[src/source/mvdm_pkg.sv]
// motion vector refinement definitions
`default_nettype none

package mvdm_pkg;

    // ==============================
    // sizes
    // ==============================
    localparam int IMG_DIM         = 16;
    localparam int IMG_PIXELS      = IMG_DIM * IMG_DIM;
    localparam int MAX_MV          = 6;
    localparam int NUM_POINTS      = 9;
    localparam int STEPS_PER_POINT = 16;
    localparam int GROUP           = 4;
    localparam int MV_BYTES        = 4;
    localparam int RESULT_BITS     = 28;

    // ==============================
    // data types
    // ==============================
    typedef logic        [7:0]  pixel_t;
    typedef logic        [3:0]  coord_t;
    typedef logic signed [8:0]  residual_t;
    typedef logic signed [10:0] coef_t;
    typedef logic signed [12:0] had_t;
    typedef logic        [23:0] satd_t;
    typedef logic        [3:0]  point_t;
    typedef logic        [3:0]  step_t;

    // start value of the running minimum
    localparam satd_t SATD_INIT = '1;

    typedef enum logic [2:0] {
        st_idle,
        st_load,
        st_mv,
        st_search,
        st_drain,
        st_output
    } ctrl_state_e;

endpackage

`default_nettype wire

[src/source/mvdm_ctrl.sv]
// phase controller
`timescale 1ns/10ps
`default_nettype none

module mvdm_ctrl (
    input  logic                  clk,
    input  logic                  rst_n,
    input  logic                  in_valid,
    input  logic                  in_valid2,
    input  logic                  load_last,
    input  logic                  mv_last,
    input  logic                  search_last,
    input  logic                  search_done,
    input  logic                  out_last,
    output mvdm_pkg::ctrl_state_e state
);
    import mvdm_pkg::*;

    ctrl_state_e next_state;

    always_ff @(posedge clk or negedge rst_n) begin
        if (!rst_n) begin
            state <= st_idle;
        end else begin
            state <= next_state;
        end
    end

    // first byte of a phase is taken while still idle
    always_comb begin
        next_state = state;
        case (state)
            st_idle: begin
                if (in_valid) begin
                    next_state = st_load;
                end else if (in_valid2) begin
                    next_state = st_mv;
                end
            end
            st_load:   if (load_last)   next_state = st_idle;
            st_mv:     if (mv_last)     next_state = st_search;
            st_search: if (search_last) next_state = st_drain;
            // wait for the last point to leave the pipeline
            st_drain:  if (search_done) next_state = st_output;
            st_output: if (out_last)    next_state = st_idle;
            default:   next_state = st_idle;
        endcase
    end

endmodule

`default_nettype wire

[config.mk]
export PLATFORM = sky130hd
export DESIGN_NAME = mvdm_ctrl
export DESIGN_NICKNAME = d
export VERILOG_FILES = /design/src/source/mvdm_pkg.sv /design/src/source/mvdm_ctrl.sv
export SDC_FILE = /design/constraint.sdc
export NUM_CORES = 1
export LEC_CHECK = 0
export BUFFER_PORTS_ARGS = -buffer_cell sky130_fd_sc_hd__clkbuf_2
export CAP_MARGIN = 20
export CORE_AREA = 4 4 41 43
export CTS_CLUSTER_DIAMETER = 40
export CTS_CLUSTER_SIZE = 20
export DETAILED_ROUTE_END_ITERATION = 8
export DIE_AREA = 0 0 45 47
export MAX_ROUTING_LAYER = met4
export SLEW_MARGIN = 20
export SYNTH_ARGS = -nofsm -noshare
export SYNTH_HDL_FRONTEND = slang
export SYNTH_SLANG_ARGS = --single-unit
[constraint.sdc]
create_clock -name clk -period 3.5 [get_ports clk]
set_clock_uncertainty 0.2 [all_clocks]
set_input_delay 0.175 -clock clk [delete_from_list [all_inputs] [get_ports clk]]
set_output_delay 0.175 -clock clk [all_outputs]
set_load 0.03 [all_outputs]
# == Yosys cells after proc, flatten, opt, wreduce, memory -nomap -nowiden ==
# Cells that the tools add are included.
# word_totals
regBits,3
in_bits,9
out_inout_bits,3
word_cells,22
# op_classes
n_eq_ne,11
mux,8
n_reduce_logical,2
# ops
operator,n
$mux W3,7
$pmux W3 S6,1
$ne A2 B2 Y1 const B,5
$eq A3 B2 Y1 const B,2
$eq A3 B3 Y1 const B,2
$reduce_and A6 Y1,1
$eq A3 B1 Y1 const B,1
$logic_not A3 Y1,1
$ne A3 B3 Y1 const B,1

# == Logic depth before layout (Yosys ltp) ==
# depth
ltp_word,3
mapped_depth,4
depth_no_buf,3

# == Worst setup path after synthesis ==
# No wires, ideal clock.
# synth_path
path_kind,register to register
startpoint,reg state[1]
endpoint,reg state[0]
arrival_ns,1.227
setup_slack_ns,2.007
stages_incl_launch_ff,5
n_path_buf,1
synth_period_minus_slack_ns,1.493
cell_sequence,dfrtp_1 buf_6 mux2_4 o22ai_2 a22o_1
# synth_between
elab_chain_len,3
# synth_rtl
element,line,source
from (decl),mvdm_ctrl.sv:15,output mvdm_pkg::ctrl_state_e state
from (signal assigned),mvdm_ctrl.sv:23,state <= st_idle;
from (signal assigned),mvdm_ctrl.sv:25,state <= next_state;
"$eq A3 B3 Y1, or another cell as far along",mvdm_ctrl.sv:32,case (state)
$ne A2 B2 Y1 (no line) / $ne A3 B3 Y1 (equally long branches),-,
$reduce_and A6 Y1 (no line),-,
# Parallel ways exist; a longest one is shown, timed or not.
# A chain may end at the register's enable or synchronous reset.

# == Final worst setup path ==
# Same ends and word-level chain as after synthesis.

==> results.ini <==
[status]
status=finished, final reports clean

[critical_path]
reg2reg_depth=3
critPathRequiredTime_ns=3.47
start_kind=register
worstPathMaxFanout=9
critical_path_class=register to register
worstSetupEndpointType=register
cp.arrival_ns=1.36

[route]
num_vias=215
vias_per_cell=4.13
wirelength_um=466
wire_per_inst_um=8.96
drt-initial-drc-count=10
drt_drc_violations_left=0
final_antenna_net_count=0
drtPass1Iterations=4

[worst_hold_path]
hold_path.class=primary input to async pin

[power_and_ir_drop]
p_per_area_mw_per_mm2=909
vdd_drop_max_v=0.000349
power.total_w=0.000287
leakage_nw=0.162

[logic_synthesis]
yosysUniqueCellTypes=17
syn_nets=31
syn_avg_cell_area_um2=9.84
synth_area_um2=216
synth_cells=22
yosysSeqAreaShare_pct=34.7
synth-seq-cells=3
yosysWarnings=0

[sta]
grt_setup_unrepaired=no
period_share_pct=39.8
maxSlewViolCount=0
max-slew-margin-rel_pct=81.3
tns_ns=0
hold_viol_final=0
setup_viol_count_final=0
fin_crit_ns=1.39
worst_pin_slew_ns=0.280
fmax_ghz=0.717

[global_routing]
grt_max_degree=10
gr-total-overflow=0
grt_pass1_wl_um=752
antenna_found_initial=0
track_usage_pct=6.14
grt_pass1_vias=186

[placed_design]
io_buffers=11
place_congestion=0.652

[floorplan]
start_util_pct=16.6
core_area_mm2=0.00130
io_pins=12
die_x_um=45
die-area_mm2=0.00212
fp.dieH_um=47
rows=13

[finish]
area_growth_pct=45.7
registers.top_by_ff_count=state
n_antenna_cell=0
fin_nets=47
reg_top3=state x3
largest_reg_flops=3
drive_above_1_share_pct=51.4

[clock_tree]
cts.clk_slew.worst_paths_ns=0.04
cts.path.max_buffers=2
clock_latency_ns=0.23
cts_setup_buffers=0
cts_tree=done
cts_buffers=3
h-tree-depth=1
root_buffer=clkbuf_4
cts_sinks=3

[job]
cap_violations=0

[cell usage after synthesis (all sizes together)]
master  n  area [µm²]
dfrtp   3        75.1
a22o    1        8.76
and3    1        6.26
nand2b  1        6.26
and2b   2        17.5
nor3    2        10.0
a21oi   1        5.00
mux2    1        15.0
inv     2        7.51
nor2    1        3.75
o21ai   1        5.00
a41o    1        11.3
buf     1        11.3
o22ai   2        18.8
or2b    1        7.51
a211oi  1        7.51
[what timing repair did]
action / 4_1_cts / 5_1_grt
hold endpoints to repair: 3 / 0
resized for setup: 0 / 0
hold buffers: 1 / 0
[layer usage]
layer | global-route usage, % | wire [µm] | vias to the layer above
li1 | - | - | 113
met5 | - | 0 | -
met2 | 6.21 | 157 | 12
met4 | 12.3 | 24 | 0
met1 | 6.65 | 236 | 88
met3 | 1.15 | 47 | 2
[metrics by stage]
stage	util, %	cells	setup WS [ns]	hold WS (ns)	area, µm²
detailed placement	21.4	47	2.12	-0.226	279
global route	24.2	52	2.06	0.0767	315
CTS	24.2	52	2.11	0.0632	315
finish	24.2	52	2.11	0.0699	315
floorplan	-	22	2.01	-0.321	216
global placement	21.4	47	2.12	-0.226	279
[placed cells by master, fill, tap and decap left out, types with 2 or more instances in the layout]
cell type,netlist,layout
clkbuf_4,0,3
inv_1,2,2
and2b_2,2,2
dfrtp_1,3,3
clkbuf_2,0,11
nor3_1,2,2
[worst paths after layout]
path,to,start,slack (ns)
max,state[0],state[1],2.11
max in group asynchronous,state[2],rst_n,2.92
min in group clk,state[2],search_last,0.07
min reg2reg,state[0],state[0],0.44
min,state[0],rst_n,0.07
max reg2reg,state[0],state[1],2.11
[layout make-up]
type	instances	area (µm²)
multi-input cells	16	123
inverters	2	7.51
repair buffers	12	65.1
fillers	160	986
clock buffers	4	26.3
flip-flops and latches	3	75.1
well taps	15	18.8
[critical path: stages (launching register included)]
cell and delay (ns):
dfrtp_1 0.49, mux2_4 0.34, o22ai_2 0.15, a22o_1 0.15
[cells by family after synthesis]
logic type      count (synthesis)  share of synthesized area [%]
simple gates                    8                           23.7
compound gates                  7                           26.0
flops                           3                           34.7
buf+inv                         3                           8.67
mux                             1                           6.93
[where the power goes]
part           internal [W]  switching (W)  leakage (nW)  total (W)
clock             0.0000427      0.0000175        0.0150  0.0000602
sequential        0.0000529      0.0000364        0.0375  0.0000893
combinational     0.0000672      0.0000698         0.109   0.000137
total              0.000163       0.000124         0.162   0.000287
(Power assumes the default switching activity.)
