File: config.mk
export PLATFORM = sky130hd
export DESIGN_NAME = result_serializer
export DESIGN_NICKNAME = d
export VERILOG_FILES = /design/src/source/mvdm_pkg.sv /design/src/source/result_serializer.sv
export SDC_FILE = /design/constraint.sdc
export NUM_CORES = 1
export LEC_CHECK = 0
export BUFFER_PORTS_ARGS = -buffer_cell sky130_fd_sc_hd__buf_2
export CORE_AREA = 2 2 39 41
export DETAILED_ROUTE_END_ITERATION = 8
export DIE_AREA = 0 0 41 43
export PLACE_DENSITY = 0.65
export SLEW_MARGIN = 20
export SYNTH_ARGS = -nofsm -noshare
export SYNTH_HDL_FRONTEND = slang
export SYNTH_SLANG_ARGS = --single-unit
File: constraint.sdc
create_clock -name clk -period 0.8 [get_ports clk]
set_clock_uncertainty 0.2 [all_clocks]
set_input_delay 0.12 -clock clk [delete_from_list [all_inputs] [get_ports clk]]
set_output_delay 0.12 -clock clk [all_outputs]
set_load 0.01 [all_outputs]
File: src/source/mvdm_pkg.sv
// motion vector refinement definitions
`default_nettype none

package mvdm_pkg;

    // ==============================
    // sizes
    // ==============================
    localparam int IMG_DIM         = 16;
    localparam int IMG_PIXELS      = IMG_DIM * IMG_DIM;
    localparam int MAX_MV          = 6;
    localparam int NUM_POINTS      = 9;
    localparam int STEPS_PER_POINT = 16;
    localparam int GROUP           = 4;
    localparam int MV_BYTES        = 4;
    localparam int RESULT_BITS     = 28;

    // ==============================
    // data types
    // ==============================
    typedef logic        [7:0]  pixel_t;
    typedef logic        [3:0]  coord_t;
    typedef logic signed [8:0]  residual_t;
    typedef logic signed [10:0] coef_t;
    typedef logic signed [12:0] had_t;
    typedef logic        [23:0] satd_t;
    typedef logic        [3:0]  point_t;
    typedef logic        [3:0]  step_t;

    // start value of the running minimum
    localparam satd_t SATD_INIT = '1;

    typedef enum logic [2:0] {
        st_idle,
        st_load,
        st_mv,
        st_search,
        st_drain,
        st_output
    } ctrl_state_e;

endpackage

`default_nettype wire

File: src/source/result_serializer.sv
// bit serial result output
`timescale 1ns/10ps
`default_nettype none

module result_serializer (
    input  logic                  clk,
    input  logic                  rst_n,
    input  mvdm_pkg::ctrl_state_e state,
    input  logic [4:0]            out_idx,
    input  mvdm_pkg::satd_t       best_satd,
    input  mvdm_pkg::point_t      best_point,
    output logic                  out_valid,
    output logic                  out_sad
);
    import mvdm_pkg::*;

    // satd goes first, lsb first
    logic [RESULT_BITS-1:0] result;

    assign result = {best_point, best_satd};

    always_ff @(posedge clk or negedge rst_n) begin
        if (!rst_n) begin
            out_valid <= 1'b0;
            out_sad   <= 1'b0;
        end else if (state == st_output) begin
            out_valid <= 1'b1;
            out_sad   <= result[out_idx];
        end else begin
            out_valid <= 1'b0;
            out_sad   <= 1'b0;
        end
    end

endmodule

`default_nettype wire

Word-level counts from Yosys, hierarchy flattened
Cells that the tools add are included.
{ "word_totals": {"register_bits": 2, "inputBits": 38, "output_inout_bits": 2} }
{ "classes": {"order_cmp": 1, "n_eq_ne": 1, "mux": 4} }
{ "op_table": {"columns": ["op", "count"], "rows": [
  ["5-bit by 6-bit less-than comparator with 1-bit output (second input constant)", 1],
  ["1-bit binary-select mux with 5-bit select", 1],
  ["3-bit equality test (second input constant)", 1],
  ["1-bit 2-to-1 mux", 3]
]} }

Longest topological paths before layout
{ "logic_depth": {"depth_word": 3, "ltp_mapped": 5, "ltp_nobuf": 4} }

Worst setup path before layout
No wires, ideal clock.
{ "synth_path": {"path_type": "input port to flip-flop", "from": "in out_idx[0]", "to": "reg out_sad", "t_arrival_ns": 1.022, "t_required_ns": 0.463, "setup_slack_ns": -0.558, "stages": 4, "n_path_buf": 1, "cell_sequence": "buf_6 mux4_2 a32oi_1 a32oi_1"} }
{ "synth_via": {"elab_chain_len": 3} }
{ "synth_rtl": {"columns": ["element", "line_no", "source"], "rows": [
  ["start: declaration", "result_serializer.sv:9", "input logic [4:0] out_idx,"],
  ["1-bit binary-select mux with 5-bit select", "result_serializer.sv:28", "out_sad <= result[out_idx];"],
  ["1-bit 2-to-1 mux (implied by the code)", "result_serializer.sv:28", null],
  ["1-bit 2-to-1 mux", "result_serializer.sv:26", "end else if (state == st_output) begin"],
  ["end signal: assignment", "result_serializer.sv:28", null],
  ["end: declaration", "result_serializer.sv:13", "output logic out_sad"]
]} }
No other way between the ends. The select of a mux whose other input is x is not followed.

Worst setup path after layout
Same ends and word-level chain as after synthesis.

==> impl_results.md <==
- Die X: 41 um
- Worst EP arrival: 1010 ps
- Seq/Total Area, Yosys: 0.1429
- Switch Pwr: 0.0001512 W
- Hold Vio Cnt, Final: 0
- Vias in the first global route: 450
- Cts bufs inserted: 3
- Commonest cells after routing, fill and taps aside: 36 x buf_2, 5 x mux2i_1, 4 x nand3b_1
- Share of power burned in registers: 0.186
- Synth top area cells: dfrtp_1 14%, mux2i_1 14%, mux4_2 13%, nand3b_1 8.6%, mux4_1 7.5%
- Leakage: 0.3235 nW
- Critical-path cell list: buf_8, mux4_2, a32oi_1, a32oi_1
- Fillers: 145
- Initial antenna violation count: 0
- Via-to-Cell Ratio: 5.151
- Total routed wirelength: 1.069 mm
- WP data required: 690 ps
- First-pass GRT wire length: 1.593 mm
- Crit-path max FO: 4
- Syn_area_per_cell: 10.30 um^2
- Grt met2 use: 0.2375
- Antenna Cells: 0
- Die H: 43 um
- Status: complete, but fails checks
- Depth of the CTS H-tree: 1
- CTS tree: done
- Pre-CTS setup slack: -639.1 ps
- Yosys top cell by area: dfrtp_1
- Switching power share of the total: 0.2619
- Clock Path Buffers: 2
- Total core area: 1384 um^2
- Via count: 479
- Clock Pin Slew Worst Setup and Hold Paths: 30 ps
- Synth Flop Type: dfrtp_1
- M3 GR Usage: 0.03665
- Initial DRC count: 4
- Slew of the pin with the lowest slew margin: 285.9 ps
- Num Clock Sinks: 2
- Syn Nets: 72
- PwrDens: 910.3 nW/um^2
- Type of origin of the critical path: input port
- Post-synthesis cell area: 350.3 um^2
- Number of synthesized flops with an enable pin: 0
- Worst min path class: input port to async pin
- Setup tns final: -760.5 ps
- Die Area: 1763 um^2
- Gr usage total: 0.1327
- PortBufs: 39
- Critical path type: input port to register
- Routed Antenna Nets: 0
- Final WS setup: -316.9 ps
- Synth top area share: 0.1429
- Most common library cell in the layout ignoring fill and taps: buf_2
- DRC Markers: 0
- # Max-Cap Violations: 0
- Clock root buffer: clkbuf_4
- Final GP Congestion: 0.7009
- CP dominant cell by count: a32oi_1
- Yosys Warn Count: 0
- Pins over their slew limit: 0
- Max Clock Freq: 895.3 MHz
- Crit path max-delay family: multiplexers
- Comb power frac: 0.422
- Clock power share: 0.392
- Dpl hpwl: 886.1 um
- Peak supply drop: 0.3868 mV
- Failing checks: negative setup slack
- GRT Max-Usage Layer: met2
- RSZ-0062 raised after global routing: yes
- Crit. End Element: register
- Final Cycle Share: 1.396
- CP peak stage delay: 480 ps
- Grt total ovfl: 0
- Ys async rst share: 1.000
- Mapped Cells: 34
- Internal power: 0.0004262 W
- Yosys reg bits: 2
- Wire per inst: 11.49 um
- Max_slew headroom: 0.8068
- Final setup violation count: 3
- Layout overhead on the synthesized area: 81.07%
- First-pass DRT Iterations: 4
- Num rows: 14
- CP bufs+invs: 1
- Nets: 117
- Tmin final: 1117 ps
- Synth cell types: 20
- Largest net degree at the start of global routing: 9
- CP max stage cell: mux4_2
- Met1 Usage GRT: 0.1194
- Initial Util: 0.2532
- Ports: 40
- Layout cell share with drive strength beyond 1: 0.6753
## synth_stat cells (2+ instances only)
cell	n
mux4_2	2
mux2i_1	5
dfrtp_1	2
a32oi_1	2
nor2_1	3
mux2_2	2
nand3b_1	4
nand3_1	2
## timing repair
item / CTS / global route
hold buffers: 1 / 0
buffers inserted: 0 / 0
pin swaps: 4 / 3
hold endpoints to repair: 2 / 0
setup endpoints to repair: 3 / 3
gates cloned: 0 / 0
resized for setup: 5 / 4
## routing by layer
metal | vias up | wire (um)
met5 | - | 0
met4 | 0 | 4
met3 | 2 | 120
met2 | 26 | 568
met1 | 222 | 375
li1 | 229 | -
## kinds of logic after synthesis
logic type,Yosys count,share of synthesized area
compound gates,5,0.1215
buf+inv,4,0.07499
flops,2,0.1429
mux,11,0.4429
simple gates,12,0.2179
## state kept, by name, summed over array words and instances, names as in the netlist
name,count
out_sad,1
out_valid,1
## power groups by stage
| stage | clock, W | combinational [W] | sequential (W) |
|---|---|---|---|
| CTS | 0.000236 | 0.000238 | 0.000107 |
| global placement | 0 | 0.000218 | 0.000108 |
| floorplan | 0 | 0.000114 | 0.000111 |
| finish | 0.000227 | 0.000244 | 0.000107 |
| detailed placement | 0 | 0.000223 | 0.000108 |
| global route | 0.000254 | 0.000266 | 0.000108 |
## final cells by class
type	instances	area (um^2)	share of cell area
Multi-Input combinational cell	28	287.8	0.4536
Timing Repair Buffer	43	250.2	0.3945
Sequential cell	2	50.05	0.07890
Clock buffer	3	22.52	0.03550
Tap cell	16	20.02	0.03156
Inverter	1	3.754	0.005917
## metrics by stage
stage | instance area, um^2 | power [W] | hold slack, ps | cells | utilization
after floorplan | 359.1 | 0.0002250 | -375.6 | 34 | -
after global placement | 565.5 | 0.0003256 | -292.5 | 89 | 0.4087
after detailed placement | 565.5 | 0.0003307 | -293.4 | 89 | 0.4087
after CTS | 616.8 | 0.0005805 | 4.390 | 93 | 0.4458
after global routing | 634.4 | 0.0006283 | 22.42 | 93 | 0.4584
final | 634.4 | 0.0005775 | 14.01 | 93 | 0.4584
## path summary, 6_finish.rpt
check,startpoint,end,cells after the start
max,out_idx[0],out_sad$_DFF_PN0_,4
min,rst_n,out_sad$_DFF_PN0_,2
max in group asynchronous,rst_n,out_valid$_DFF_PN0_,2
min in group clk,state[0],out_valid$_DFF_PN0_,3
(Power assumes the default switching activity.)
