==> config.mk <==
export PLATFORM = sky130hd
export DESIGN_NAME = residual_transform
export DESIGN_NICKNAME = d
export VERILOG_FILES = /design/src/source/mvdm_pkg.sv /design/src/source/residual_transform.sv
export SDC_FILE = /design/constraint.sdc
export NUM_CORES = 1
export LEC_CHECK = 0
export ABC_AREA = 1
export BUFFER_PORTS_ARGS = -buffer_cell sky130_fd_sc_hd__buf_2
export CAP_MARGIN = 20
export CORE_ASPECT_RATIO = 0.8
export CORE_MARGIN = 4
export CORE_UTILIZATION = 50
export CTS_BUF_LIST = sky130_fd_sc_hd__clkbuf_2 sky130_fd_sc_hd__clkbuf_4 sky130_fd_sc_hd__clkbuf_8
export DETAILED_ROUTE_END_ITERATION = 16
export GPL_TIMING_DRIVEN = 0
export PLACE_DENSITY_LB_ADDON = 0.2
export RECOVER_POWER = 100
export SETUP_SLACK_MARGIN = 0.2
export SLEW_MARGIN = 20
export SYNTH_ARGS = -nofsm -noshare
export SYNTH_HDL_FRONTEND = slang
export SYNTH_SLANG_ARGS = --single-unit
==> constraint.sdc <==
create_clock -name clk -period 0.8 [get_ports clk]
set_clock_uncertainty 0.1 [all_clocks]
set_input_delay 0 -clock clk [delete_from_list [all_inputs] [get_ports clk]]
set_output_delay 0 -clock clk [all_outputs]
set_load 0.02 [all_outputs]
==> src/source/mvdm_pkg.sv <==
// motion vector refinement definitions
`default_nettype none

package mvdm_pkg;

    // ==============================
    // sizes
    // ==============================
    localparam int IMG_DIM         = 16;
    localparam int IMG_PIXELS      = IMG_DIM * IMG_DIM;
    localparam int MAX_MV          = 6;
    localparam int NUM_POINTS      = 9;
    localparam int STEPS_PER_POINT = 16;
    localparam int GROUP           = 4;
    localparam int MV_BYTES        = 4;
    localparam int RESULT_BITS     = 28;

    // ==============================
    // data types
    // ==============================
    typedef logic        [7:0]  pixel_t;
    typedef logic        [3:0]  coord_t;
    typedef logic signed [8:0]  residual_t;
    typedef logic signed [10:0] coef_t;
    typedef logic signed [12:0] had_t;
    typedef logic        [23:0] satd_t;
    typedef logic        [3:0]  point_t;
    typedef logic        [3:0]  step_t;

    // start value of the running minimum
    localparam satd_t SATD_INIT = '1;

    typedef enum logic [2:0] {
        st_idle,
        st_load,
        st_mv,
        st_search,
        st_drain,
        st_output
    } ctrl_state_e;

endpackage

`default_nettype wire

==> src/source/residual_transform.sv <==
// residual and row hadamard
`timescale 1ns/10ps
`default_nettype none

module residual_transform (
    input  logic               clk,
    input  logic               rst_n,
    input  mvdm_pkg::pixel_t   l0_pix [mvdm_pkg::GROUP],
    input  mvdm_pkg::pixel_t   l1_pix [mvdm_pkg::GROUP],
    input  logic               in_valid,
    input  logic [1:0]         row_idx,
    input  logic               block_last,
    input  mvdm_pkg::point_t   point,
    output mvdm_pkg::coef_t    row_coef [mvdm_pkg::GROUP],
    output logic               out_valid,
    output logic [1:0]         out_row_idx,
    output logic               out_block_last,
    output mvdm_pkg::point_t   out_point
);
    import mvdm_pkg::*;

    residual_t res [GROUP];
    coef_t     ext [GROUP];

    // L0 - L1, range -255..255
    always_comb begin
        for (int k = 0; k < GROUP; k++) begin
            res[k] = $signed({1'b0, l0_pix[k]}) - $signed({1'b0, l1_pix[k]});
            ext[k] = coef_t'(res[k]);
        end
    end

    // ==============================
    // 4-point hadamard along the row
    // ==============================
    always_ff @(posedge clk) begin
        row_coef[0]    <= ext[0] + ext[1] + ext[2] + ext[3];
        row_coef[1]    <= ext[0] - ext[1] + ext[2] - ext[3];
        row_coef[2]    <= ext[0] + ext[1] - ext[2] - ext[3];
        row_coef[3]    <= ext[0] - ext[1] - ext[2] + ext[3];
        out_row_idx    <= row_idx;
        out_block_last <= block_last;
        out_point      <= point;
    end

    always_ff @(posedge clk or negedge rst_n) begin
        if (!rst_n) begin
            out_valid <= 1'b0;
        end else begin
            out_valid <= in_valid;
        end
    end

endmodule

`default_nettype wire

; ---- Word-level counts from Yosys, hierarchy flattened
; Index checks and enable logic that the tools add are counted.
[totals]
regBits = 52
word_cells = 22
[classes]
add_sub_neg = 14
[ops]
columns = op, n
row1 = subtractor 8 x 8 -> 9 bit, 4
row2 = adder 10 x 9 -> 11 bit, 2
row3 = adder 11 x 9 -> 11 bit, 2
row4 = subtractor 10 x 9 -> 11 bit, 2
row5 = subtractor 11 x 9 -> 11 bit, 2
row6 = adder 9 x 9 -> 10 bit, 1
row7 = subtractor 9 x 9 -> 10 bit, 1

; ---- Depth between registers and ports, before layout
[logic_depth]
depth_word = 4
mapped_depth = 27
mapped_depth_nobuf = 26

; ---- Worst setup path after synthesis
; Ideal clock, no wire load.
[synth_path]
kind = input -> register
start = input port l0_pix[24] in the netlist's numbering
end = register row_coef[8] in the netlist's numbering
arrival_ns = 3.312
t_required_ns = 0.588
slack_ns = -2.724
stages = 19
path_cell_list = inv_1 > ha_1 > inv_1 > fa_1 > a31oi_1 > xor2_1 > inv_1 > ha_1 > nor2_1 > nand3_1 > nand3_2 > xor2_1 > fa_1 > ha_1 > a21oi_1 > nor2_1 > nor2_1 > a21o_1 > nand2_1
[synth_between]
elab_chain_cells = 4
[synth_lines]
columns = element, line
row1 = start: declaration, residual_transform.sv:8  ; input mvdm_pkg::pixel_t l0_pix [mvdm_pkg::GROUP],
row2 = subtractor 8 x 8 -> 9 bit, residual_transform.sv:28  ; res[k] = $signed({1'b0, l0_pix[k]}) - $signed({1'b0, l1_pix[k]});
row3 = subtractor 9 x 9 -> 10 bit, residual_transform.sv:40  ; row_coef[3] <= ext[0] - ext[1] - ext[2] + ext[3];
row4 = subtractor 10 x 9 -> 11 bit, residual_transform.sv:40
row5 = adder 11 x 9 -> 11 bit, residual_transform.sv:40
row6 = end: declaration, residual_transform.sv:14  ; output mvdm_pkg::coef_t row_coef [mvdm_pkg::GROUP],
; Every way passes these cells.

; ---- Worst setup path after layout
[layout_path]
start = input port l0_pix[24] in the netlist's numbering
end = register row_coef[21] in the netlist's numbering
[layout_between]
elab_chain_cells = 4
[layout_lines]
columns = element, line
row1 = subtractor 8 x 8 -> 9 bit, residual_transform.sv:28
row2 = adder 9 x 9 -> 10 bit, residual_transform.sv:39  ; row_coef[2] <= ext[0] + ext[1] - ext[2] - ext[3];
row3 = subtractor 10 x 9 -> 11 bit, residual_transform.sv:39
row4 = subtractor 11 x 9 -> 11 bit, residual_transform.sv:39
; Every way passes these cells.

==> flow_summary_export.csv <==
group,metric,value,unit
status,outcome,"finished, violations left",
status,violations,"hold timing, setup timing",
worst_setup_path,cp.depth,25,
finish,fin_nets,1310,
sta,max-slew-margin-rel,47.0,%
grt,antenna_found_initial,0,
hold_path,worstHoldPathType,"input pin to asynchronous set/reset pin",
worst_setup_path,crit_fanout,6,
synthesis,ys_ff_latch,52,
sta,hold_violations,1,
sta,fin_crit_sh,439,%
drt,drc_errors,0,
cts,root_buffer,"clkbuf_8",
grt,grt_overflow_total,0,
finish,diodes,0,
sta,timing.hold.ws,-108,ps
synthesis,synth_top_area_share,17.7,%
placed_design,place_area,8180,µm²
grt,track_usage,25.0,%
drt,viasPerCell,5.16,
drt,drtIter0Drc,469,
synthesis,syn_avg_cell_area,7.24,µm²
worst_setup_path,crit_type,"input pin to flop",
synthesis,syn-cell-area,6440,µm²
placed_design,detailed_place_hpwl,14.3,mm
worst_setup_path,crit_buf_inv,6,
placed_design,place.gp.congestion,0.938,
synthesis,ys.warnings.count,0,
finish,fin_util,82.2,%
worst_setup_path,worstSetupEndpointType,"flop",
finish,area_growth,58.1,%
worst_setup_path,cpMostUsedCell,"nand2_1",
cts,cts-buffers-inserted,5,
worst_setup_path,critPathLaunchType,"input pin",
grt,grt_first_pass_wirelength,29.6,mm
drt,dr.pass1.iters,5,
finish,drive_gt1_share,49.7,%
sta,rsz0062_at_grt,"yes",
sta,clock.fmax,0.285,GHz
synthesis,synthArstFlopShare,1.92,%
synthesis,ys_top_cells_by_area,"ha_1, dfxtp_1, fa_1, nand2_1, inv_1",
cts,cts_hold_buf,9,
grt,grt_pass1_vias,6217,
worst_setup_path,crit_arrival,3620,ps
synthesis,synth_cells,890,
sta,max_slew.worst_pin.slew,796,ps
sta,min_period,3510,ps
synthesis,synth.yosys.seq_area_share,16.2,%
worst_setup_path,worstPathRequired,910,ps
drt,drt.antenna.violating_nets,0,
sta,drv_slew,0,
drt,drt-total-wl,20.7,mm
sta,fin_ws,-2710,ps
worst_setup_path,slowest_stage,"fa_2",
synthesis,synth_flop_cell,"dfxtp_1",
placed_design,portBuffers,125,
worst_setup_path,critical-path-max-stage-delay,550,ps
cts,clock-sinks,52,
drt,num_vias,6555,
synthesis,synth_fp_nets,1102,
synthesis,synth_top_cell_by_area,"ha_1",
floorplan,fp-row-count,36,
floorplan,fp.coreArea,12400,µm²
synthesis,synth_cell_type_count,32,
drt,wire_per_inst,16.3,µm
sta,setup_violations,96,
synthesis,synth_edf_count,0,
finish,stdcell_area,10200,µm²
cts,tritoncts,"yes",
worst_setup_path,crit_family,"adder cells",
floorplan,initial_utilization,52.0,%
cts,clkTransAtPathRegs,100,ps
cts,htreeDepth,2,
floorplan,die_area,14800,µm²
placed_design,dpl_worst_slack,-3100,ps
grt,grt_max_degree,18,
flow_run,cap_violations,0,
synthesis,synthTopCellsByCount,"nand2_1, inv_1, ha_1",
floorplan,die_y,110,µm
floorplan,ios,126,
floorplan,die_w,135,µm
synthesis,yosysMostFrequentCell,"nand2_1",
cts,clock_path_buffers,2,
-- flip-flops by register name (all words and copies together) (netlist names) --
register and flops:
out_row_idx 2, out_valid 1, out_point 4, out_block_last 1
row_coef 44
-- cell usage in the layout, fill, tap and decap left out, types with 24 or more instances in the layout --
master / instances
buf_6: 74
ha_4: 44
fa_1: 24
dfxtp_2: 51
buf_4: 48
nand3_1: 38
nand2_2: 47
inv_1: 137
buf_2: 68
ha_1: 46
nand2_4: 25
nand2_1: 172
xor2_1: 26
-- layout make-up --
class	instances	area, µm²
Multi-Input combinational cell	657	6300
Fill cell	707	2200
Timing Repair Buffer	201	1670
Sequential cell	52	1110
Inverter	173	709
Tap cell	171	214
Buffer	8	90.1
Clock buffer	5	68.8
Clock inverter	3	21.3
-- metrics by stage --
step	TNS (ps)	cells
3_5_place_dp	-107370	1186
3_3_place_gp	-106040	1186
5_1_grt	-104170	1270
2_1_floorplan	-89020	890
4_1_cts	-93020	1240
6_report	-98570	1270
-- routing by layer --
metal	track usage [%]	vias up	wire length, µm	share of wire (%)
li1	-	3161	-	-
met1	33.9	3077	8460	41
met2	41.3	276	9970	48
met3	5.12	41	1790	8.7
met4	5.74	0	452	2.2
met5	0	-	0	0
-- path summary, 6_finish.rpt --
| path | startpoint | slack (ps) | endpoint |
|---|---|---|---|
| setup / recovery | l0_pix[24] | -2710 | row_coef[21] |
| hold / removal | rst_n | -110 | out_valid |
| max in group asynchronous | rst_n | 600 | out_valid |
| min in group clk | l1_pix[8] | 130 | row_coef[33] |
-- kinds of logic (layout without fill, tap and decap cells) --
kind of cell / after synthesis / after routing / synth area share (%)
compound gates: 76 / 76 / 7.34
xor+xnor: 57 / 57 / 7.75
fa+ha+maj: 138 / 138 / 32.3
buf+inv: 181 / 390 / 11.1
flops: 52 / 52 / 16.2
simple gates: 386 / 386 / 25.3
-- what timing repair did --
item / CTS / global route
hold endpoints to repair: 9 / 1
setup endpoints to repair: 96 / 96
pin swaps: 102 / 107
cloned: 0 / 0
buffers inserted: 37 / 30
resized for setup: 248 / 118
Power is not shown: default switching activity piles up to over one toggle a cycle in this logic, so the estimate is an artifact.
