**config.mk**
```make
export PLATFORM = sky130hd
export DESIGN_NAME = search_counter
export DESIGN_NICKNAME = d
export VERILOG_FILES = /design/src/source/mvdm_pkg.sv /design/src/source/search_counter.sv
export SDC_FILE = /design/constraint.sdc
export NUM_CORES = 1
export LEC_CHECK = 0
export ABC_AREA = 0
export CAP_MARGIN = 20
export CELL_PAD_IN_SITES_DETAIL_PLACEMENT = 1
export CELL_PAD_IN_SITES_GLOBAL_PLACEMENT = 2
export CORE_UTILIZATION = 40
export CTS_CLUSTER_SIZE = 28
export DETAILED_ROUTE_END_ITERATION = 8
export DONT_BUFFER_PORTS = 1
export HOLD_SLACK_MARGIN = 0.02
export MAX_ROUTING_LAYER = met4
export PLACE_DENSITY = 0.88
export SLEW_MARGIN = 15
export SYNTH_ARGS = -nofsm -noshare
export SYNTH_HDL_FRONTEND = slang
export SYNTH_SLANG_ARGS = --single-unit
```
**constraint.sdc**
```tcl
create_clock -name clk -period 2.58 [get_ports clk]
set_input_delay 0.258 -clock clk [delete_from_list [all_inputs] [get_ports clk]]
set_output_delay 0.258 -clock clk [all_outputs]
set_load 0.02 [all_outputs]
```
**src/source/mvdm_pkg.sv**
```systemverilog
// motion vector refinement definitions
`default_nettype none

package mvdm_pkg;

    // ==============================
    // sizes
    // ==============================
    localparam int IMG_DIM         = 16;
    localparam int IMG_PIXELS      = IMG_DIM * IMG_DIM;
    localparam int MAX_MV          = 6;
    localparam int NUM_POINTS      = 9;
    localparam int STEPS_PER_POINT = 16;
    localparam int GROUP           = 4;
    localparam int MV_BYTES        = 4;
    localparam int RESULT_BITS     = 28;

    // ==============================
    // data types
    // ==============================
    typedef logic        [7:0]  pixel_t;
    typedef logic        [3:0]  coord_t;
    typedef logic signed [8:0]  residual_t;
    typedef logic signed [10:0] coef_t;
    typedef logic signed [12:0] had_t;
    typedef logic        [23:0] satd_t;
    typedef logic        [3:0]  point_t;
    typedef logic        [3:0]  step_t;

    // start value of the running minimum
    localparam satd_t SATD_INIT = '1;

    typedef enum logic [2:0] {
        st_idle,
        st_load,
        st_mv,
        st_search,
        st_drain,
        st_output
    } ctrl_state_e;

endpackage

`default_nettype wire

```
**src/source/search_counter.sv**
```systemverilog
// phase counters
`timescale 1ns/10ps
`default_nettype none

module search_counter (
    input  logic                  clk,
    input  logic                  rst_n,
    input  mvdm_pkg::ctrl_state_e state,
    input  logic                  in_valid,
    input  logic                  in_valid2,
    output logic [8:0]            load_addr,
    output logic [1:0]            mv_idx,
    output mvdm_pkg::step_t       step,
    output mvdm_pkg::point_t      point,
    output logic                  step_valid,
    output logic                  load_last,
    output logic                  mv_last,
    output logic                  search_last,
    output logic [4:0]            out_idx,
    output logic                  out_last
);
    import mvdm_pkg::*;

    assign step_valid  = (state == st_search);
    assign load_last   = in_valid && (load_addr == 9'(2 * IMG_PIXELS - 1));
    assign mv_last     = in_valid2 && (mv_idx == 2'(MV_BYTES - 1));
    assign search_last = step_valid && (step == step_t'(STEPS_PER_POINT - 1)) &&
                         (point == point_t'(NUM_POINTS - 1));
    assign out_last    = (state == st_output) && (out_idx == 5'(RESULT_BITS - 1));

    always_ff @(posedge clk or negedge rst_n) begin
        if (!rst_n) begin
            load_addr <= '0;
            mv_idx    <= '0;
            step      <= '0;
            point     <= '0;
            out_idx   <= '0;
        end else begin
            // pixel and vector byte counts wrap at the end of their phase
            if (in_valid) begin
                load_addr <= load_addr + 9'd1;
            end else if (state != st_load) begin
                load_addr <= '0;
            end

            if (in_valid2) begin
                mv_idx <= mv_idx + 2'd1;
            end else if (state != st_mv) begin
                mv_idx <= '0;
            end

            // step inside point, 16 x 9
            if (step_valid && !search_last) begin
                step <= step + step_t'(1);
                if (step == step_t'(STEPS_PER_POINT - 1)) begin
                    point <= point + point_t'(1);
                end
            end else begin
                step  <= '0;
                point <= '0;
            end

            if (state == st_output && !out_last) begin
                out_idx <= out_idx + 5'd1;
            end else begin
                out_idx <= '0;
            end
        end
    end

endmodule

`default_nettype wire

```
* Word level (Yosys, flattened, before mapping)
Cells that the tools add are included.
** Word-level totals
- Bits in writable memories :: 0
- Output and inout bits :: 29
- Memories :: 0
- Logic and storage cells :: 39
- Bits in latches :: 0
- Bits in read-only memories :: 0
- Register bits after elaboration :: 24
** Operators by class
- Bitwise operators :: 0
- Muxes and demuxes :: 8
- Reduce and logical (&&, ||, !) cells :: 11
- Equality and inequality tests :: 10
- Order comparisons :: 0
- Divide/modulo/power cells :: 0
- Multiply operators :: 0
- Shift-type cells :: 0
- $add $sub $neg :: 5
** Operators by type and width (number)
- $mux 9 :: 2
- $mux 4 :: 3
- $add 9x1->9 const B :: 1
- $eq 9x9->1 const B :: 1
- $add 4x1->4 const B :: 2
- $eq 4x4->1 const B :: 2
- $logic_and 1x1->1 :: 7
- $add 5x1->5 const B :: 1
- $eq 5x5->1 const B :: 1
- $mux 5 :: 1
- $mux 2 :: 2
- $reduce_bool 2->1 :: 2
- $eq 3x2->1 const B :: 1
- $eq 3x3->1 const B :: 1
- $ne 3x1->1 const B :: 1
- $ne 3x2->1 const B :: 1
- $add 2x1->2 const B :: 1
- $eq 2x2->1 const B :: 1
- $logic_not 1->1 :: 2
- $ne 2x1->1 const B :: 1

* Longest topological paths before layout
- Word-level depth :: 6
- Depth in mapped cells :: 5
- Mapped depth without buffers :: 5

* Worst setup path before layout
OpenSTA, ideal clock, no wires.
- Path kind :: register to output
- Start :: register load_addr[0]
- End :: output load_last
- Data required time :: 2.322 ns
- Buffers on the path :: 0
- Stages on the path, launching flop included :: 6
- Arrival :: 1.522 ns
- Slack :: 0.800 ns
- Path through :: dfrtp_1 ha_1 and4_1 and4_1 ha_1 and2_1
** Between the ends
- Cells in the longest elaborated chain, start to end :: 2
** RTL lines
- start: declaration :: line search_counter.sv:11 : output logic [8:0] load_addr,
- start signal: assignment :: line search_counter.sv:41 : load_addr <= load_addr + 9'd1;
- $eq 9x9->1 :: line search_counter.sv:25 : assign load_last = in_valid && (load_addr == 9'(2 * IMG_PIXELS - 1));
- $logic_and 1x1->1 :: line search_counter.sv:25
- end: declaration :: line search_counter.sv:16 : output logic load_last,
Every way passes these cells.

* Worst setup path after layout
Ends and elaborated chain as after synthesis.

==> summary.txt <==
Place
  • Placed inst area: 1299 sq um
  • Placer congestion estimate: 0.7215
  • Post-detail-place hpwl: 1861 um
  • IO Port Bufs: 0
  • DP Worst Slack: 0.7066 ns

Min path
  • WHS Endpoint: load_addr[2]
  • Hold Crit Depth: 2
  • Critical hold path startpoint: in_valid
  • HP Class: input pin to flop

Logic synthesis
  • Mapped Avg Cell Area: 10.00 sq um
  • Ys flop type: dfrtp_1
  • Synth Area in Adders: 6.951%
  • Largest family of logic cells by synthesized area: simple AND/OR/NAND/NOR gates
  • Syn. warnings: 0
  • Syn nets: 140
  • Synth Area in Simple Gates: 23.63%
  • Mux share of post-synthesis cell area: 2.483%
  • FF+latch count, synth: 24
  • Post-Synth XOR/XNOR Area: 2.085%
  • Synth cell types: 36
  • Post-synth EDFFs: 0
  • Cell area after synthesis: 1260 sq um
  • Async SR Flop Fraction: 100.0%
  • Synth Area in Compound Gates: 13.41%
  • Cell count after synthesis: 126
  • Seq/Total Area, Yosys: 47.67%

Routing
  • Drt drc: 0
  • Vias after detailed routing: 963
  • Drt pass-1 iters: 4
  • Wire length per cell: 14.73 um
  • Vias per cell: 5.566
  • Total Wirelength: 2548 um
  • DR iter-0 viols: 40
  • Final ANT Viol Nets: 0

CTS
  • H-tree depth: 1
  • Cts repair resizes: 0
  • CTS tree: done
  • Root buf cell: clkbuf_4
  • Num CTS Buffers: 3
  • CTS clock-pin slew for the worst setup and hold paths: 0.14 ns
  • Clk_lat worst skew: 0.31 ns
  • Setup bufs post-CTS: 0
  • Clk buf depth: 2
  • Clock sink total: 24

Floorplanning
  • Core box area: 3028 sq um
  • FP Rows: 20
  • Io pins: 36
  • Initial Util: 41.61%
  • DIE WIDTH: 58.13 um
  • Die Footprint: 3379 sq um
  • Die Height: 58.13 um

Pwr
  • Leak: 0.6041 nW
  • Peak VDD IR: 0.1941 mV
  • P_int: 0.0004915 W
  • Pwr/cell area: 478.7 nW/um^2
  • Net Sw Power: 0.0001668 W
  • Pwr Total: 0.0006583 W
  • Sw Ratio: 25.34%
  • Sequential share of power: 62.7%
  • Combinational power share: 6.5%
  • Clock network power share: 30.7%

Layout
  • FF+latch area: 600.6 sq um
  • Post-layout util: 45.41%
  • Layout cells sized above 1: 6.202%
  • Nets: 144
  • Antenna fix cells: 0
  • P&R area growth vs syn: 9.136%
  • Multi-input logic area: 611.8 sq um
  • Fill count: 343
  • Final instance area: 1375 sq um

Critical path
  • Flop2flop setup slack: 0.73 ns
  • Worst-path fanout max: 5
  • CP arrival: 1.98 ns
  • Reg2Reg Launch Point: load_addr[0]
  • FF-to-FF path depth: 5
  • Kind of critical path: flop to primary output
  • Worst Path Required: 2.32 ns
  • CP endpoint kind: primary output
  • Startpoint Class: flop
  • R2R Path End: load_addr[8]

STA
  • Final Hold Violating Endpoints: 0
  • Tcrit/Tclk final: 86.85%
  • Worst setup margin: 0.3393 ns
  • Worst Tran Pin Value: 0.5340 ns
  • Max Clk Rate: 446.3 MHz
  • Fin Clk Skew: 0.006592 ns
  • Slew headroom: 64.25%
  • Fin Setup TNS: 0 ns
  • RSZ-0062 raised after global routing: false
  • Min Tclk post-route: 2.241 ns
  • Max Slew Vio Count: 0
  • Setup violations, final: 0

Global route
  • Largest net degree at the start of global routing: 25
  • First-pass GRT wire length: 4340 um
  • Initial antenna violation count: 0
  • All-layer global routing usage: 17.24%
  • Grt total ovfl: 0
  • Number of global-route vias before repair: 1,011

Job
  • Max-Cap Viols: 0

Outcome
  • Status: completed
[power groups by stage]
stage	sequential [W]	clock, W	combinational, W
floorplan	0.000416	0	0.0000284
CTS	0.000413	0.000216	0.0000443
global placement	0.000419	0	0.0000276
finish	0.000413	0.000202	0.0000430
detailed placement	0.000421	0	0.0000302
global route	0.000416	0.000221	0.0000498
[final cells by class]
class / count / share of cell area (%)
clock buffer: 4 / 2.639
inverter: 8 / 2.275
multi-input combinational: 90 / 44.49
sequential: 24 / 43.68
tap: 44 / 4.004
timing repair buffer: 3 / 2.912
[repair_timing]
item / 4_1_cts / 5_1_grt
hold buffers: 3 / 0
endpoints found under the setup margin: 0 / 0
endpoints found under the hold margin: 25 / 0
[placed cells by master (no fill, tap or decap), drive strengths merged, types with 2 or more instances in the layout]
cell type | netlist | routed
dfrtp | 24 | 24
nand2 | 13 | 13
nand3 | 10 | 10
inv | 7 | 7
nor2 | 7 | 7
a21oi | 7 | 7
ha | 7 | 7
o21ai | 7 | 7
clkbuf | 3 | 4
nand3b | 3 | 3
and3 | 3 | 3
a22o | 3 | 3
nand4b | 2 | 2
xnor2 | 2 | 2
and4 | 2 | 2
and2 | 2 | 2
a31oi | 2 | 2
a311oi | 2 | 2
or4 | 2 | 2
a41oi | 2 | 2
mux2i | 2 | 2
dlygate4sd3 | 0 | 2
[critical path, stage by stage (launching register included)]
cell and delay [ns]:
dfrtp_1 0.55, ha_1 0.29, and4_1 0.25, and4_1 0.20, ha_1 0.13, and2_1 0.25
[kinds of logic (layout without fill, tap and decap cells)]
| logic type | Yosys count | in the layout |
|---|---|---|
| AO/OA/AOI/OAI | 26 | 26 |
| XOR/XNOR | 3 | 3 |
| adder cells (fa/ha/maj) | 7 | 7 |
| buffers and inverters | 12 | 15 |
| flip-flops | 24 | 24 |
| multiplexers | 3 | 3 |
| AND/OR/NAND/NOR | 51 | 51 |
[cell usage after synthesis (3+ instances only)]
cell type,instances,area share [%]
nand3b_1,3,1.8
nor2_1,7,2.1
a22o_1,3,2.1
o21ai_1,3,1.2
a21oi_1,7,2.8
inv_1,7,2.1
o21ai_0,4,1.6
and3_1,3,1.5
nand3_1,10,4.0
clkbuf_1,3,0.89
ha_1,7,7.0
dfrtp_1,24,48
nand2_1,13,3.9
[stage by stage]
step / std cells / hold slack (ns)
floorplan: 126 / -0.03759
global placement: 166 / -0.03709
detailed placement: 166 / -0.03708
CTS: 173 / 0.04080
global route: 173 / 0.04854
finish: 173 / 0.05611
[worst max path at each step]
stage                            start   endpoint  slack, ns  depth (start not counted)
final                     load_addr[0]  load_last       0.34                          5
after global routing      load_addr[0]  load_last       0.21                          5
after CTS                 load_addr[1]  load_last       0.32                          5
after detailed placement  load_addr[0]  load_last       0.71                          5
after global placement    load_addr[0]  load_last       0.74                          5
after floorplan           load_addr[0]  load_last       0.80                          5
[per-layer routing]
metal / GRT usage [%] / up-vias / share of wire, %
met5: - / - / 0
met4: 6.122 / 0 / 0.82
met3: 4.464 / 2 / 6.2
met2: 27.59 / 28 / 47
met1: 21.08 / 471 / 46
li1: - / 462 / -
[flip-flops by register name, summed over array words and instances, names as in the netlist]
register and count:
load_addr 9, mv_idx 2, point 4, step 4, out_idx 5
No activity file was read; power rests on OpenSTA's default activity.
