`config.mk`:
```
export PLATFORM = sky130hd
export DESIGN_NAME = satd_select
export DESIGN_NICKNAME = d
export VERILOG_FILES = /design/src/source/mvdm_pkg.sv /design/src/source/satd_select.sv
export SDC_FILE = /design/constraint.sdc
export NUM_CORES = 2
export LEC_CHECK = 0
export BUFFER_PORTS_ARGS = -buffer_cell sky130_fd_sc_hd__buf_2
export CORE_MARGIN = 8
export CORE_UTILIZATION = 40
export CTS_BUF_LIST = sky130_fd_sc_hd__clkbuf_8
export DETAILED_ROUTE_END_ITERATION = 8
export GPL_ROUTABILITY_DRIVEN = 0
export PLACE_DENSITY_LB_ADDON = 0.1
export SLEW_MARGIN = 10
export SYNTH_ARGS = -nofsm -noshare
export SYNTH_HDL_FRONTEND = slang
export SYNTH_SLANG_ARGS = --single-unit
```
`constraint.sdc`:
```
create_clock -name clk -period 12.61 [get_ports clk]
set_input_delay 1.261 -clock clk [delete_from_list [all_inputs] [get_ports clk]]
set_output_delay 1.261 -clock clk [all_outputs]
set_load 0.02 [all_outputs]
```
`src/source/mvdm_pkg.sv`:
```
// motion vector refinement definitions
`default_nettype none

package mvdm_pkg;

    // ==============================
    // sizes
    // ==============================
    localparam int IMG_DIM         = 16;
    localparam int IMG_PIXELS      = IMG_DIM * IMG_DIM;
    localparam int MAX_MV          = 6;
    localparam int NUM_POINTS      = 9;
    localparam int STEPS_PER_POINT = 16;
    localparam int GROUP           = 4;
    localparam int MV_BYTES        = 4;
    localparam int RESULT_BITS     = 28;

    // ==============================
    // data types
    // ==============================
    typedef logic        [7:0]  pixel_t;
    typedef logic        [3:0]  coord_t;
    typedef logic signed [8:0]  residual_t;
    typedef logic signed [10:0] coef_t;
    typedef logic signed [12:0] had_t;
    typedef logic        [23:0] satd_t;
    typedef logic        [3:0]  point_t;
    typedef logic        [3:0]  step_t;

    // start value of the running minimum
    localparam satd_t SATD_INIT = '1;

    typedef enum logic [2:0] {
        st_idle,
        st_load,
        st_mv,
        st_search,
        st_drain,
        st_output
    } ctrl_state_e;

endpackage

`default_nettype wire

```
`src/source/satd_select.sv`:
```
// column hadamard and minimum search
`timescale 1ns/10ps
`default_nettype none

module satd_select (
    input  logic                  clk,
    input  logic                  rst_n,
    input  mvdm_pkg::ctrl_state_e state,
    input  mvdm_pkg::coef_t       row_coef [mvdm_pkg::GROUP],
    input  logic                  in_valid,
    input  logic [1:0]            row_idx,
    input  logic                  block_last,
    input  mvdm_pkg::point_t      point,
    output mvdm_pkg::satd_t       best_satd,
    output mvdm_pkg::point_t      best_point,
    output logic                  search_done
);
    import mvdm_pkg::*;

    coef_t  row_buf [3][GROUP];
    had_t   col_in [4][GROUP];
    had_t   had [4][GROUP];
    had_t   mag;
    satd_t  blk_sum;
    satd_t  acc;
    logic   fresh;
    logic   cmp_pending;
    point_t cmp_point;
    logic   last_row;

    assign last_row = in_valid && (row_idx == 2'd3);

    // rows 0..2 wait here for row 3
    always_ff @(posedge clk) begin
        if (in_valid && row_idx != 2'd3) begin
            row_buf[row_idx] <= row_coef;
        end
    end

    always_comb begin
        for (int j = 0; j < GROUP; j++) begin
            col_in[0][j] = had_t'(row_buf[0][j]);
            col_in[1][j] = had_t'(row_buf[1][j]);
            col_in[2][j] = had_t'(row_buf[2][j]);
            col_in[3][j] = had_t'(row_coef[j]);
            had[0][j] = col_in[0][j] + col_in[1][j] + col_in[2][j] + col_in[3][j];
            had[1][j] = col_in[0][j] - col_in[1][j] + col_in[2][j] - col_in[3][j];
            had[2][j] = col_in[0][j] + col_in[1][j] - col_in[2][j] - col_in[3][j];
            had[3][j] = col_in[0][j] - col_in[1][j] - col_in[2][j] + col_in[3][j];
        end
    end

    // sum of absolute coefficients of one subblock
    always_comb begin
        blk_sum = '0;
        mag     = '0;
        for (int i = 0; i < 4; i++) begin
            for (int j = 0; j < GROUP; j++) begin
                mag     = had[i][j][12] ? -had[i][j] : had[i][j];
                blk_sum = blk_sum + satd_t'(mag);
            end
        end
    end

    always_ff @(posedge clk) begin
        if (last_row) begin
            acc <= (fresh ? '0 : acc) + blk_sum;
        end
        if (in_valid && block_last) begin
            cmp_point <= point;
        end
    end

    // ==============================
    // point total and best so far
    // ==============================
    always_ff @(posedge clk or negedge rst_n) begin
        if (!rst_n) begin
            fresh       <= 1'b1;
            cmp_pending <= 1'b0;
            search_done <= 1'b0;
            best_satd   <= SATD_INIT;
            best_point  <= '0;
        end else begin
            cmp_pending <= last_row && block_last;
            search_done <= cmp_pending && (cmp_point == point_t'(NUM_POINTS - 1));
            if (state == st_idle) begin
                fresh      <= 1'b1;
                best_satd  <= SATD_INIT;
                best_point <= '0;
            end else begin
                if (last_row) begin
                    fresh <= block_last;
                end
                // strict compare keeps the earlier point on a tie
                if (cmp_pending && acc < best_satd) begin
                    best_satd  <= acc;
                    best_point <= cmp_point;
                end
            end
        end
    end

endmodule

`default_nettype wire

```
Word level (Yosys, flattened, before mapping)

Memories as Yosys holds them, arrays and structs flattened.
Index checks and enable logic that the tools add are counted.

Div/mod/pow operators: 0
Reductions and logical operators: 9
$mul: 0
Mux-type cells: 25
Shifts and indexed selects: 0
Equality and inequality tests: 3
$add $sub $neg: 72
Bitwise logic cells: 0
Order comparisons: 1

Operators by type and width:

| operator            | count |
|---|---|
| $mux W13            | 16 |
| $neg A13 Y13        | 16 |
| $add A24 B24 Y24    | 5 |
| $add A12 B11 Y13    | 8 |
| $add A13 B11 Y13    | 8 |
| $sub A12 B11 Y13    | 8 |
| $sub A13 B11 Y13    | 8 |
| $mux W24            | 3 |
| $add A11 B11 Y12    | 4 |
| $sub A11 B11 Y12    | 4 |
| $add A23 B13 Y24    | 1 |
| $lt A24 B24 Y1      | 1 |
| $add A22 B13 Y23    | 1 |
| $add A21 B13 Y22    | 1 |
| $add A20 B13 Y21    | 1 |
| $add A19 B13 Y20    | 1 |
| $add A18 B13 Y19    | 1 |
| $add A17 B13 Y18    | 1 |
| $add A16 B13 Y17    | 1 |
| $add A15 B13 Y16    | 1 |
| $add A14 B13 Y15    | 1 |
| $add A13 B13 Y14    | 1 |
| $mux W4             | 2 |
| $logic_and A1 B1 Y1 | 6 |
| other kinds (6)     | 10 |

Register bits after elaboration: 59
Bits of input ports: 57
Logic and storage cells: 118
Bits in read-only memories: 0
Bits in latches: 0
Memories: 1
Output and inout port bits: 29
Bits in writable memories: 132

Memory list:

| name    | depth | width | read ports | clocked after memory_dff | wr ports | line              | source |
|---|---|---|---|---|---|---|---|
| row_buf | 3     | 44    | 3          | 0                        | 1        | satd_select.sv:20 | `coef_t row_buf [3][GROUP];` |

Longest topological paths before layout

Depth in word-level cells: 21
Depth in mapped cells: 45
Depth with buffers taken out: 44

Least setup slack after synthesis

OpenSTA, ideal clock, no wires.

Path kind: register to register
Start: memory row_buf[1][34] (netlist name)
End: register acc[22] (data pin)
Clock period less this slack: 10.136 ns
Cell stages (with the launch flop): 44
Setup time: 0.258 ns
Buffers on the path: 1
Data required time: 12.352 ns
Slack: 2.474 ns
Arrival: 9.878 ns
Path through: edfxtp_1 inv_1 ha_1 nor2b_1 o21ai_0 a21oi_1 o21ai_0 a21oi_1 o21ai_0 a221oi_1 o21a_1 or2_2 fa_1 inv_1 ha_1 and3_1 nand2_1 nand2_1 [... 8 more ...] inv_1 fa_1 inv_1 fa_1 fa_1 fa_1 inv_1 fa_1 ha_1 nor2b_1 o21a_1 o21ai_0 a211oi_1 o41ai_1 o31ai_1 a21o_1 a21oi_1 xnor2_1

RTL lines:

| element              | line              | source |
|---|---|---|
| from (decl)          | satd_select.sv:20 |  |
| to (signal assigned) | satd_select.sv:67 | `acc <= (fresh ? '0 : acc) + blk_sum;` |
| to (decl)            | satd_select.sv:25 | `satd_t acc;` |

==> metrics.txt <==
status=finished clean; DRT antenna net count=0; post-DR vias/cell=5.01; initial DRC count=1225; WP depth=41; slowest stage delay, CP=0.75 ns; Place WS=1.37 ns; CP arrival=11.71 ns; dpl hpwl=77.6 mm; pin count of the biggest net entering global routing=45; number of global-route vias before repair=24200; row count=105; Pre-Repair DR Iteration Count=5; first-pass GRT wire length=140 mm; Crit. End Element=flip-flop; chip width=304 µm; CTS-repair resized insts=0; Syn Nets=4362; met2 Resource Use GR=31.9%; final design utilization=43.0%; final hold violation count=0; clock sinks=191; post-DR wirelength/cell=19.0 µm; H-tree depth=4; Slew HR=26.8%; critical path class=reg2reg; initial core utilization=40.4%; Worst EP required=13.00 ns; Most used DFF post-synth=edfxtp_1; final net count=4432; FMAX=88.3 MHz; Avg Cell Area, Syn=9.42 µm²; initial antenna violation count=3; Final min period=11.32 ns; Min-Delay Path Depth=1; Worst Path Buf+Inv=7; GRT Max-Usage Layer=met2; # DRC=0; Netlist cell types=69; vias=23400; CTS buffer count=17; fraction of registers with async set/reset=16.2%; Die H=304 µm; Die ar.=0.0922 mm²; clock root cell=clkbuf_8; commonest non-fill, non-tap cell in the layout=inv_1; clk_skew=0.0256 ns; clock latency at the later pin of the worst-skew pair=0.62 ns; Total GRT Usage=19.6%; maximum capacitance violations=0; sequential share of the synthesized area=17.0%; Synth Instances=3513; Final Max Tran Viols=0; Post-synth EDFFs=160; CTS tree=done; # hold bufs at CTS=0; CP dominant cell by count=fa_1; clk slew on worst S/H paths=0.14 ns; share of cells above drive strength 1=5.26%; setup TNS=0 ns; commonest cells after routing, fill and taps aside=inv_1 (693), fa_1 (437), ha_1 (355), xnor2_1 (287), nor2_1 (222); Area Growth Syn to Fin=6.49%; Final setup viols=0; final wirelength=88.7 mm; fin crit share=89.8%; met1 Use GR=26.4%; critical path launch point type=flip-flop; Worst path slowest cell=xnor2_1; Worst Hold Class=reg2reg; worst setup margin=1.29 ns; I/O Buffers=85; Congestion Overflow GR=0; Least-Margin Pin Slew=1.09 ns; GR Layer Usage met3=3.73%; depth of the worst register-to-register path=41; postcts setup bufs=0; Core Region=0.0820 mm²; Synth Warn #=0; deepest clock path buffer count=2; worst-path maximum fanout=13; CP delay by family, top=adder cells; register bit total from synthesis=191; Reg2Reg Setup Slack=1.29 ns; Netlist Area Pre-Place=0.0331 mm²; RSZ-0062 raised after global routing=false; post-layout instance area=0.0353 mm²; Area after DPL=0.0348 mm²; io pins=86
==> Yosys cell counts (12+ instances only) <==
cell / count / area share, %
inv_1: 693 / 7.9
fa_1: 437 / 26
ha_1: 355 / 13
xnor2_1: 287 / 7.6
nor2_1: 224 / 2.5
a21oi_1: 165 / 2.5
edfxtp_1: 160 / 15
o21ai_0: 140 / 2.1
nand2_1: 137 / 1.6
xor2_1: 128 / 3.4
a21o_1: 66 / 1.5
nor2b_1: 57 / 1.1
nor3_1: 57 / 0.86
o21bai_1: 52 / 1.2
clkbuf_1: 46 / 0.52
o21a_1: 45 / 1.0
nand2b_1: 44 / 0.83
o211ai_1: 35 / 0.79
a211oi_1: 34 / 0.77
nand3_1: 34 / 0.51
a31oi_1: 27 / 0.51
dfstp_2: 25 / 2.0
o31ai_1: 25 / 0.57
or3_1: 22 / 0.42
nand4_1: 16 / 0.30
and3_1: 15 / 0.28
o41ai_1: 13 / 0.34
or2_2: 13 / 0.25
and2_1: 12 / 0.23
nor4_1: 12 / 0.23
==> kinds of logic (layout without fill, tap and decap cells) <==
| logic type | count (synthesis) | in the layout | share of synthesized area, % |
|---|---|---|---|
| and+or+nand+nor | 684 | 684 | 10.1 |
| DFF | 191 | 191 | 17.0 |
| other | 0 | 1 | 0 |
| muxes | 11 | 11 | 0.359 |
| AOI/OAI and AO/OA | 679 | 679 | 13.3 |
| adders and majority gates | 794 | 794 | 39.9 |
| buffers and inverters | 739 | 822 | 8.38 |
| xor gates and xnor gates | 415 | 415 | 11.0 |
==> final timing paths <==
kind	startpoint	endpoint
setup / recovery	row_buf[0][0]$_DFFE_PP_	acc[22]$_DFFE_PP_
hold / removal	cmp_point[2]$_DFFE_PP_	search_done$_DFF_PN0_
setup reg to reg	row_buf[0][0]$_DFFE_PP_	acc[22]$_DFFE_PP_
hold reg to reg	cmp_point[2]$_DFFE_PP_	search_done$_DFF_PN0_
max in group asynchronous	rst_n	best_point[3]$_DFFE_PN0P_
min in group asynchronous	rst_n	cmp_pending$_DFF_PN0_
==> area by class of cell <==
class / count / area [µm²]
fillers: 8225 / 46700
multi-input cells: 2583 / 24700
flip-flops and latches: 191 / 5610
inverters: 693 / 2600
well taps: 1070 / 1340
repair buffers: 97 / 515
clock buffers: 18 / 248
clock inverters: 14 / 185
diodes: 1 / 2.50
==> worst register-to-register path: cells and delay by family (launching register included) <==
kind,cells,cell delay [ns]
XOR/XNOR,4,1.29
AO/OA/AOI/OAI,18,3.67
buffers and inverters,7,0.60
adder cells (fa/ha/maj),11,4.99
flip-flops,1,0.41
AND/OR/NAND/NOR,1,0.14
==> registers in the layout, indices dropped and copies added, names as in the netlist <==
| register | count |
|---|---|
| row_buf | 132 |
| acc | 24 |
| best_satd | 24 |
| best_point | 4 |
| cmp_point | 4 |
| cmp_pending | 1 |
| fresh | 1 |
| search_done | 1 |
==> per-stage QoR <==
step                      instances  hold slack [ns]
final                          4667            0.453
after global routing           4667            0.487
after CTS                      4666            0.457
after detailed placement       4634            0.440
after global placement         4634            0.433
after floorplan                3513            0.408
==> per-layer routing <==
layer  wire length [µm]  vias to the layer above
met1              41300                    11400
met4               2090                        4
li1                   -                    11600
met2              41700                      302
met3               3590                       80
met5                 26                        -
Power is not shown: default switching activity piles up to over one toggle a cycle in this logic, so the estimate is an artifact.
